### src/matrix_ctrl_pkg.sv
/*
 * Shared constants and types for the LED matrix command decoder.
 * Default panel geometry, brightness plane count, FSM states and command opcodes.
 */
package matrix_ctrl_pkg;

    // default panel geometry of 32 rows by 64 columns
    localparam int ROW_BITS_DEF = 5;
    localparam int COL_BITS_DEF = 6;

    // brightness bit planes
    localparam int BRIGHTNESS_LEVELS = 6;

    typedef enum logic [2:0] {
        IDLE,
        READ_BRIGHTNESS,
        BLANK,
        FILL,
        PIXEL
    } ctrl_state_e;

    // ascii command bytes
    typedef enum logic [7:0] {
        OP_BRIGHT_CLEAR = 8'h30,  // "0"
        OP_BRIGHT_1     = 8'h31,
        OP_BRIGHT_2     = 8'h32,
        OP_BRIGHT_3     = 8'h33,
        OP_BRIGHT_4     = 8'h34,
        OP_BRIGHT_5     = 8'h35,
        OP_BRIGHT_6     = 8'h36,
        OP_BRIGHT_SET   = 8'h39,  // "9"
        OP_BLUE_ON      = 8'h42,  // "B"
        OP_FILL         = 8'h46,  // "F"
        OP_GREEN_ON     = 8'h47,  // "G"
        OP_PIXEL        = 8'h50,  // "P"
        OP_RED_ON       = 8'h52,  // "R"
        OP_BRIGHT_LOAD  = 8'h54,  // "T"
        OP_BLANK        = 8'h5a,  // "Z"
        OP_BLUE_OFF     = 8'h62,  // "b"
        OP_GREEN_OFF    = 8'h67,  // "g"
        OP_RED_OFF      = 8'h72   // "r"
    } cmd_opcode_e;

endpackage

### src/cmd_dispatch.sv
/*
 * Byte accept and command FSM. Decodes opcodes in IDLE, owns the colour enables,
 * starts the write engines and routes the active engine onto the RAM port.
 */
`timescale 1ns/10ps

module cmd_dispatch #(
    parameter int ROW_BITS = matrix_ctrl_pkg::ROW_BITS_DEF,
    parameter int COL_BITS = matrix_ctrl_pkg::COL_BITS_DEF
) (
    input  logic                       clk_in,
    input  logic                       reset,
    input  logic [7:0]                 data_rx,
    input  logic                       data_ready_n,
    input  logic [ROW_BITS+COL_BITS:0] sweep_addr,
    input  logic [7:0]                 sweep_data,
    input  logic                       sweep_write_en,
    input  logic                       sweep_done,
    input  logic [ROW_BITS+COL_BITS:0] pixel_addr,
    input  logic [7:0]                 pixel_data,
    input  logic                       pixel_write_en,
    input  logic                       pixel_done,
    output logic                       ready_for_data,
    output logic                       busy,
    output logic                       byte_valid,
    output logic [7:0]                 byte_data,
    output logic                       digit_valid,
    output logic [2:0]                 rgb_enable,
    output logic                       brightness_load,
    output logic                       sweep_start,
    output logic                       sweep_fill,
    output logic                       pixel_start,
    output logic [ROW_BITS+COL_BITS:0] ram_address,
    output logic [7:0]                 ram_data_out,
    output logic                       ram_write_enable
);

    import matrix_ctrl_pkg::*;

    localparam int ADDR_BITS = ROW_BITS + COL_BITS + 1;

    ctrl_state_e state;
    cmd_opcode_e opcode;
    logic        cmd_accept;
    logic        engine_done;

    // a byte is taken on any edge where the sender strobes and we are ready
    assign byte_valid = ~data_ready_n & ready_for_data;
    assign byte_data  = data_rx;
    assign opcode     = cmd_opcode_e'(data_rx);
    assign cmd_accept = byte_valid && (state == IDLE);

    // engines latch their start on the opcode's own accept edge
    assign sweep_start = cmd_accept && ((opcode == OP_BLANK) || (opcode == OP_FILL));
    assign sweep_fill  = (opcode == OP_FILL);
    assign pixel_start = cmd_accept && (opcode == OP_PIXEL);

    assign brightness_load = (state == READ_BRIGHTNESS);
    assign digit_valid     = byte_valid && ((state == IDLE) || (state == READ_BRIGHTNESS));

    // RAM port follows whichever engine owns the current state
    always_comb begin
        ram_address      = {ADDR_BITS{1'b0}};
        ram_data_out     = 8'd0;
        ram_write_enable = 1'b0;
        engine_done      = 1'b0;
        case (state)
            READ_BRIGHTNESS: begin
                engine_done = byte_valid;
            end
            BLANK, FILL: begin
                ram_address      = sweep_addr;
                ram_data_out     = sweep_data;
                ram_write_enable = sweep_write_en;
                engine_done      = sweep_done;
            end
            PIXEL: begin
                ram_address      = pixel_addr;
                ram_data_out     = pixel_data;
                ram_write_enable = pixel_write_en;
                engine_done      = pixel_done;
            end
            default: begin
            end
        endcase
    end

    // hold the sender off while RAM writes are in flight
    assign ready_for_data = ~ram_write_enable;
    assign busy           = (state != IDLE) && !engine_done;

    always_ff @(posedge clk_in) begin
        if (reset) begin
            state      <= IDLE;
            rgb_enable <= 3'b111;
        end else begin
            case (state)
                IDLE: begin
                    if (byte_valid) begin
                        case (opcode)
                            OP_RED_ON:      rgb_enable[0] <= 1'b1;
                            OP_RED_OFF:     rgb_enable[0] <= 1'b0;
                            OP_GREEN_ON:    rgb_enable[1] <= 1'b1;
                            OP_GREEN_OFF:   rgb_enable[1] <= 1'b0;
                            OP_BLUE_ON:     rgb_enable[2] <= 1'b1;
                            OP_BLUE_OFF:    rgb_enable[2] <= 1'b0;
                            OP_BRIGHT_LOAD: state <= READ_BRIGHTNESS;
                            OP_BLANK:       state <= BLANK;
                            OP_FILL:        state <= FILL;
                            OP_PIXEL:       state <= PIXEL;
                            // digits are decoded by the brightness register
                            default: begin
                            end
                        endcase
                    end
                end
                default: begin
                    if (engine_done) begin
                        state <= IDLE;
                    end
                end
            endcase
        end
    end

endmodule

### src/brightness_reg.sv
/*
 * Brightness bit-plane enables. Digits toggle, clear or set planes;
 * with brightness_load high the next strobed byte is loaded directly.
 */
`timescale 1ns/10ps

module brightness_reg (
    input  logic                                          clk_in,
    input  logic                                          reset,
    input  logic                                          byte_valid,
    input  logic [7:0]                                    byte_data,
    input  logic                                          brightness_load,
    output logic [matrix_ctrl_pkg::BRIGHTNESS_LEVELS-1:0] brightness_enable
);

    import matrix_ctrl_pkg::*;

    cmd_opcode_e digit;

    assign digit = cmd_opcode_e'(byte_data);

    always_ff @(posedge clk_in) begin
        if (reset) begin
            brightness_enable <= {BRIGHTNESS_LEVELS{1'b1}};
        end else if (byte_valid) begin
            if (brightness_load) begin
                brightness_enable <= byte_data[BRIGHTNESS_LEVELS-1:0];
            end else begin
                // digit n flips plane LEVELS-n, so 1 is the top plane
                case (digit)
                    OP_BRIGHT_1: brightness_enable[BRIGHTNESS_LEVELS-1] <=
                        ~brightness_enable[BRIGHTNESS_LEVELS-1];
                    OP_BRIGHT_2: brightness_enable[BRIGHTNESS_LEVELS-2] <=
                        ~brightness_enable[BRIGHTNESS_LEVELS-2];
                    OP_BRIGHT_3: brightness_enable[BRIGHTNESS_LEVELS-3] <=
                        ~brightness_enable[BRIGHTNESS_LEVELS-3];
                    OP_BRIGHT_4: brightness_enable[BRIGHTNESS_LEVELS-4] <=
                        ~brightness_enable[BRIGHTNESS_LEVELS-4];
                    OP_BRIGHT_5: brightness_enable[BRIGHTNESS_LEVELS-5] <=
                        ~brightness_enable[BRIGHTNESS_LEVELS-5];
                    OP_BRIGHT_6: brightness_enable[BRIGHTNESS_LEVELS-6] <=
                        ~brightness_enable[BRIGHTNESS_LEVELS-6];
                    OP_BRIGHT_CLEAR: brightness_enable <= {BRIGHTNESS_LEVELS{1'b0}};
                    OP_BRIGHT_SET:   brightness_enable <= {BRIGHTNESS_LEVELS{1'b1}};
                    default: begin
                    end
                endcase
            end
        end
    end

endmodule

### src/panel_sweep.sv
/*
 * Whole-panel write engine for blank and fill.
 * Fill first takes two colour bytes; both then write every RAM byte once, ascending.
 */
`timescale 1ns/10ps

module panel_sweep #(
    parameter int ROW_BITS = matrix_ctrl_pkg::ROW_BITS_DEF,
    parameter int COL_BITS = matrix_ctrl_pkg::COL_BITS_DEF
) (
    input  logic                       clk_in,
    input  logic                       reset,
    input  logic                       byte_valid,
    input  logic [7:0]                 byte_data,
    input  logic                       sweep_start,
    input  logic                       sweep_fill,
    output logic [ROW_BITS+COL_BITS:0] addr,
    output logic [7:0]                 data,
    output logic                       write_en,
    output logic                       done
);

    localparam int ADDR_BITS = ROW_BITS + COL_BITS + 1;

    logic                 capturing;
    logic                 color_idx;
    logic                 fill_mode;
    logic                 running;
    logic [ADDR_BITS-1:0] addr_count;
    logic [7:0]           color_hi;
    logic [7:0]           color_lo;

    always_ff @(posedge clk_in) begin
        if (reset) begin
            capturing  <= 1'b0;
            color_idx  <= 1'b0;
            fill_mode  <= 1'b0;
            running    <= 1'b0;
            addr_count <= {ADDR_BITS{1'b0}};
        end else if (sweep_start) begin
            // blank runs at once, fill waits for its colour
            fill_mode  <= sweep_fill;
            capturing  <= sweep_fill;
            running    <= ~sweep_fill;
            color_idx  <= 1'b0;
            addr_count <= {ADDR_BITS{1'b0}};
        end else if (capturing && byte_valid) begin
            color_idx <= 1'b1;
            if (color_idx) begin
                capturing <= 1'b0;
                running   <= 1'b1;
            end
        end else if (running) begin
            addr_count <= addr_count + 1'b1;
            if (done) begin
                running <= 1'b0;
            end
        end
    end

    // colour bytes arrive high first
    always_ff @(posedge clk_in) begin
        if (capturing && byte_valid) begin
            if (color_idx) begin
                color_lo <= byte_data;
            end else begin
                color_hi <= byte_data;
            end
        end
    end

    assign addr     = addr_count;
    assign write_en = running;
    assign done     = running && (&addr_count);

    // odd address holds the high byte
    assign data = !fill_mode ? 8'd0 : (addr_count[0] ? color_hi : color_lo);

endmodule

### src/pixel_write.sv
/*
 * Single pixel write engine. Collects row, column and two colour bytes,
 * then writes the high byte at the odd address and the low byte at the even one.
 */
`timescale 1ns/10ps

module pixel_write #(
    parameter int ROW_BITS = matrix_ctrl_pkg::ROW_BITS_DEF,
    parameter int COL_BITS = matrix_ctrl_pkg::COL_BITS_DEF
) (
    input  logic                       clk_in,
    input  logic                       reset,
    input  logic                       byte_valid,
    input  logic [7:0]                 byte_data,
    input  logic                       pixel_start,
    output logic [ROW_BITS+COL_BITS:0] addr,
    output logic [7:0]                 data,
    output logic                       write_en,
    output logic                       done
);

    logic                collecting;
    logic [1:0]          arg_count;
    logic                writing;
    logic                low_phase;
    logic [ROW_BITS-1:0] row;
    logic [COL_BITS-1:0] col;
    logic [7:0]          color_hi;
    logic [7:0]          color_lo;

    always_ff @(posedge clk_in) begin
        if (reset) begin
            collecting <= 1'b0;
            arg_count  <= 2'd0;
            writing    <= 1'b0;
            low_phase  <= 1'b0;
        end else if (pixel_start) begin
            collecting <= 1'b1;
            arg_count  <= 2'd0;
        end else if (collecting && byte_valid) begin
            arg_count <= arg_count + 2'd1;
            if (arg_count == 2'd3) begin
                collecting <= 1'b0;
                writing    <= 1'b1;
                low_phase  <= 1'b0;
            end
        end else if (writing) begin
            // high byte then low byte on back to back cycles
            low_phase <= 1'b1;
            if (low_phase) begin
                writing <= 1'b0;
            end
        end
    end

    always_ff @(posedge clk_in) begin
        if (collecting && byte_valid) begin
            case (arg_count)
                2'd0: row <= byte_data[ROW_BITS-1:0];
                2'd1: col <= byte_data[COL_BITS-1:0];
                2'd2: color_hi <= byte_data;
                default: color_lo <= byte_data;
            endcase
        end
    end

    // inverted byte select puts the first colour byte at the odd address
    assign addr     = {row, col, ~low_phase};
    assign data     = low_phase ? color_lo : color_hi;
    assign write_en = writing;
    assign done     = writing && low_phase;

endmodule

### src/matrix_ctrl_top.sv
/*
 * Top level of the LED matrix command decoder.
 * Takes command bytes and drives colour enables, brightness planes and the frame RAM port.
 */
`timescale 1ns/10ps

module matrix_ctrl_top #(
    parameter int ROW_BITS = matrix_ctrl_pkg::ROW_BITS_DEF,
    parameter int COL_BITS = matrix_ctrl_pkg::COL_BITS_DEF
) (
    input  logic                                       clk_in,
    input  logic                                       reset,
    input  logic [7:0]                                 data_rx,
    input  logic                                       data_ready_n,
    output logic                                       ready_for_data,
    output logic                                       busy,
    output logic [2:0]                                 rgb_enable,
    output logic [matrix_ctrl_pkg::BRIGHTNESS_LEVELS-1:0] brightness_enable,
    output logic [ROW_BITS+COL_BITS:0]                 ram_address,
    output logic [7:0]                                 ram_data_out,
    output logic                                       ram_write_enable
);

    logic                       byte_valid;
    logic [7:0]                 byte_data;
    logic                       digit_valid;
    logic                       brightness_load;

    logic                       sweep_start;
    logic                       sweep_fill;
    logic [ROW_BITS+COL_BITS:0] sweep_addr;
    logic [7:0]                 sweep_data;
    logic                       sweep_write_en;
    logic                       sweep_done;

    logic                       pixel_start;
    logic [ROW_BITS+COL_BITS:0] pixel_addr;
    logic [7:0]                 pixel_data;
    logic                       pixel_write_en;
    logic                       pixel_done;

    cmd_dispatch #(
        .ROW_BITS(ROW_BITS),
        .COL_BITS(COL_BITS)
    ) cmd_dispatch_i (
        .clk_in          (clk_in),
        .reset           (reset),
        .data_rx         (data_rx),
        .data_ready_n    (data_ready_n),
        .sweep_addr      (sweep_addr),
        .sweep_data      (sweep_data),
        .sweep_write_en  (sweep_write_en),
        .sweep_done      (sweep_done),
        .pixel_addr      (pixel_addr),
        .pixel_data      (pixel_data),
        .pixel_write_en  (pixel_write_en),
        .pixel_done      (pixel_done),
        .ready_for_data  (ready_for_data),
        .busy            (busy),
        .byte_valid      (byte_valid),
        .byte_data       (byte_data),
        .digit_valid     (digit_valid),
        .rgb_enable      (rgb_enable),
        .brightness_load (brightness_load),
        .sweep_start     (sweep_start),
        .sweep_fill      (sweep_fill),
        .pixel_start     (pixel_start),
        .ram_address     (ram_address),
        .ram_data_out    (ram_data_out),
        .ram_write_enable(ram_write_enable)
    );

    // digit strobe only arrives while dispatch is idle or waiting for the T argument
    brightness_reg brightness_reg_i (
        .clk_in           (clk_in),
        .reset            (reset),
        .byte_valid       (digit_valid),
        .byte_data        (byte_data),
        .brightness_load  (brightness_load),
        .brightness_enable(brightness_enable)
    );

    panel_sweep #(
        .ROW_BITS(ROW_BITS),
        .COL_BITS(COL_BITS)
    ) panel_sweep_i (
        .clk_in     (clk_in),
        .reset      (reset),
        .byte_valid (byte_valid),
        .byte_data  (byte_data),
        .sweep_start(sweep_start),
        .sweep_fill (sweep_fill),
        .addr       (sweep_addr),
        .data       (sweep_data),
        .write_en   (sweep_write_en),
        .done       (sweep_done)
    );

    pixel_write #(
        .ROW_BITS(ROW_BITS),
        .COL_BITS(COL_BITS)
    ) pixel_write_i (
        .clk_in     (clk_in),
        .reset      (reset),
        .byte_valid (byte_valid),
        .byte_data  (byte_data),
        .pixel_start(pixel_start),
        .addr       (pixel_addr),
        .data       (pixel_data),
        .write_en   (pixel_write_en),
        .done       (pixel_done)
    );

endmodule

### config.mk
export PLATFORM = sky130hd
export DESIGN_NAME = matrix_ctrl_top
export DESIGN_NICKNAME = d
export VERILOG_FILES = /design/src/matrix_ctrl_pkg.sv /design/src/cmd_dispatch.sv /design/src/brightness_reg.sv /design/src/panel_sweep.sv /design/src/pixel_write.sv /design/src/matrix_ctrl_top.sv
export SDC_FILE = /design/constraint.sdc
export NUM_CORES = 1
export LEC_CHECK = 0
export BUFFER_PORTS_ARGS = -buffer_cell sky130_fd_sc_hd__buf_4
export CAP_MARGIN = 5
export CORE_ASPECT_RATIO = 1.1
export CORE_MARGIN = 4
export CORE_UTILIZATION = 38
export DETAILED_ROUTE_END_ITERATION = 6
export GPL_ROUTABILITY_DRIVEN = 1
export SYNTH_ARGS = -nofsm -noshare
export SYNTH_HDL_FRONTEND = slang
export SYNTH_HIERARCHICAL = 1
export SYNTH_SLANG_ARGS = --single-unit
### constraint.sdc
create_clock -name clk_in -period 3.1 [get_ports clk_in]
set_input_delay 0.775 -clock clk_in [delete_from_list [all_inputs] [get_ports clk_in]]
set_output_delay 0.775 -clock clk_in [all_outputs]
set_load 0.005 [all_outputs]
==> results.json <==
{
  "syn_inst": 348,
  "synth_edf_count": 43,
  "multiInputGateArea_um2": 1750,
  "fin_nets": 401,
  "cts-resized-gates": 0,
  "final_cells": 509,
  "rsz0062_at_grt": "no",
  "cts_tree": "built",
  "register_area_um2": 1950,
  "crit_path_max_fanout": 6,
  "ys_types": 60,
  "async_reset_ff_frac": 0,
  "synth_top_area_cell": "edfxtp_1",
  "track_usage": 0.158,
  "grt_pass1_vias": 2778,
  "seq_area_frac_synth": 0.499,
  "tightest_slew_ns": 0.641,
  "viasPerCell": 5.57,
  "fill_cells": 963,
  "globalplace.congestion": 0.766,
  "htreeDepth": 3,
  "port_buffers": 42,
  "ant_nets": 0,
  "antenna_found_initial": 0,
  "worstHoldPathType": "flop to flop",
  "ios": 43,
  "clk_pin_slew_worst_paths_ns": 0.09,
  "post_cts_buffers": 0,
  "dpl.cell_count": 493,
  "ys.flop_type": "edfxtp_1",
  "rows": 38,
  "clk_latency_ns": 0.35,
  "fin_crit_sh": 0.839,
  "antenna_cells": 0,
  "p_per_area_nw_per_um2": 431,
  "fin_crit_ns": 2.60,
  "leakage_nw": 1.66,
  "hold_viol": 0,
  "clkSinkCount": 76,
  "synth_nets": 365,
  "fin_area_um2": 4460,
  "drc": 0,
  "max-slew-margin-rel": 0.570,
  "grt_pass1_wl_um": 14800,
  "cp-end-kind": "output port",
  "die_w_um": 105,
  "wl_per_cell_um": 17.7,
  "synthTopCellsByArea": "edfxtp_1, dfxtp_1, a22o_1, mux2i_1, nor2b_1",
  "placed_cell_area_um2": 4260,
  "wl_um": 9010,
  "critPathKind": "flop to output port",
  "tns_ns": 0,
  "drv_slew": 0,
  "dr.pass1.iters": 5,
  "timing.fmax_mhz": 385,
  "synth_top_area_frac": 0.330,
  "max-cap-violations": 0,
  "syn2layout_area_growth_pct": 13.9,
  "cp_slowest_cell": "dfxtp_1",
  "max_stage_delay_ns": 0.45,
  "required_ns": 2.32,
  "cp_cell_sequence": "and3_1 > nand4_1 > nor2_1 > and3_1 > a22oi_1 > buf_4",
  "avgSynthCellArea_um2": 11.2,
  "worst_slack_ns": 0.500,
  "yosys_warnings": 6,
  "arrival_ns": 1.83,
  "setup-violations-final": 0,
  "die_y_um": 114,
  "cts_hold_buf": 0,
  "place_ws_ns": 0.600,
  "hpwl_um": 6160,
  "synth-seq-cells": 76,
  "cts_buffer_depth": 2,
  "synth_common_cells": "edfxtp_1, dfxtp_1, nor2_1",
  "status": "finished, final reports clean",
  "die-area_um2": 12000,
  "vdd_drop_max_v": 0.000189,
  "drtIter0Drc": 126,
  "vias": 2833,
  "start_util": 0.392,
  "power_mw": 1.92,
  "netlist_area_um2": 3910,
  "drive_gt1_frac": 0.242,
  "finClkSkew_ns": 0.0114,
  "cpMostUsedCell": "and3_1",
  "synthMostInstantiatedCell": "edfxtp_1",
  "start_kind": "flop",
  "grt_max_degree": 29,
  "crit_family": "simple AND/OR/NAND/NOR gates",
  "root_buffer": "clkbuf_8",
  "overflow": 0,
  "cts_made_buffers": 9,
  "crit_buf_inv": 1,
  "core_area_um2": 9980
}
## placed cells by master, fill, tap and decap left out, types with 3 or more instances in the layout
master / instances
buf_4: 48
edfxtp_1: 43
dfxtp_1: 33
nor2_1: 25
a22o_1: 20
nor2b_1: 18
mux2i_1: 15
inv_1: 13
nand2_1: 13
a21oi_1: 13
nand4_1: 12
clkbuf_8: 9
and3_1: 8
mux2_2: 8
xor2_1: 7
and3_2: 6
ha_1: 6
xnor2_1: 5
nand3_1: 5
a211oi_1: 4
o21ai_0: 4
nor3b_1: 4
o211ai_1: 4
nand3b_1: 4
nor3_1: 4
o31ai_1: 4
nor4_1: 3
o22ai_1: 3
a211o_1: 3
## report_power, final
group / internal [mW] / switching (mW)
logic: 0.0453 / 0.0685
clock network: 0.344 / 0.385
registers: 1.06 / 0.0109
## logic make-up after synthesis
kind of cell,share of synthesized area
AO/OA/AOI/OAI,0.151
buffers and inverters,0.0550
XOR/XNOR,0.0269
multiplexers,0.0614
adder cells (fa/ha/maj),0.0192
AND/OR/NAND/NOR,0.188
flip-flops,0.499
## worst paths after layout
kind / startpoint / slack, ns / cells after the start / to
worst max-delay path: panel_sweep_i/addr[5]$_SDFFE_PP0P_ / 0.50 / 6 / busy
worst min-delay path: brightness_reg_i/brightness_enable[5]$_SDFFE_PP1P_ / 0.51 / 1 / brightness_reg_i/brightness_enable[5]$_SDFFE_PP1P_
worst max register to register: cmd_dispatch_i/state[2]$_SDFFE_PP0P_ / 0.77 / 9 / panel_sweep_i/addr[11]$_SDFFE_PP0P_
worst min register to register: brightness_reg_i/brightness_enable[5]$_SDFFE_PP1P_ / 0.51 / 1 / brightness_reg_i/brightness_enable[5]$_SDFFE_PP1P_
## state kept, by name (all words and copies together), names as in the netlist, 2 cells and up
| register | count |
|---|---|
| brightness_reg_i/brightness_enable | 6 |
| cmd_dispatch_i/rgb_enable | 3 |
| cmd_dispatch_i/state | 3 |
| panel_sweep_i/addr | 12 |
| panel_sweep_i/color_hi | 8 |
| panel_sweep_i/color_lo | 8 |
| pixel_write_i/arg_count | 2 |
| pixel_write_i/col | 6 |
| pixel_write_i/color_hi | 8 |
| pixel_write_i/color_lo | 8 |
| pixel_write_i/row | 5 |
## metrics by stage
stage / hold WS, ns / utilization
after floorplan: 0.472 / -
after global placement: 0.480 / 0.427
after detailed placement: 0.488 / 0.427
after CTS: 0.511 / 0.446
after global routing: 0.546 / 0.446
final: 0.513 / 0.446
## final cells by class
type                            instances  area share
Clock buffer                           10      0.0334
Tap cell                              120      0.0337
Multi-Input combinational cell        236       0.393
Inverter                               13      0.0110
Clock inverter                          6      0.0101
Sequential cell                        76       0.438
Timing Repair Buffer                   48      0.0809
## metal layers
layer	track usage	routed length [um]	part of all wire
met1	0.209	4170	0.46
met2	0.253	4200	0.47
met3	0.0367	481	0.053
met4	0.0612	161	0.018
met5	0	0	0
No activity file was read; power rests on OpenSTA's default activity.
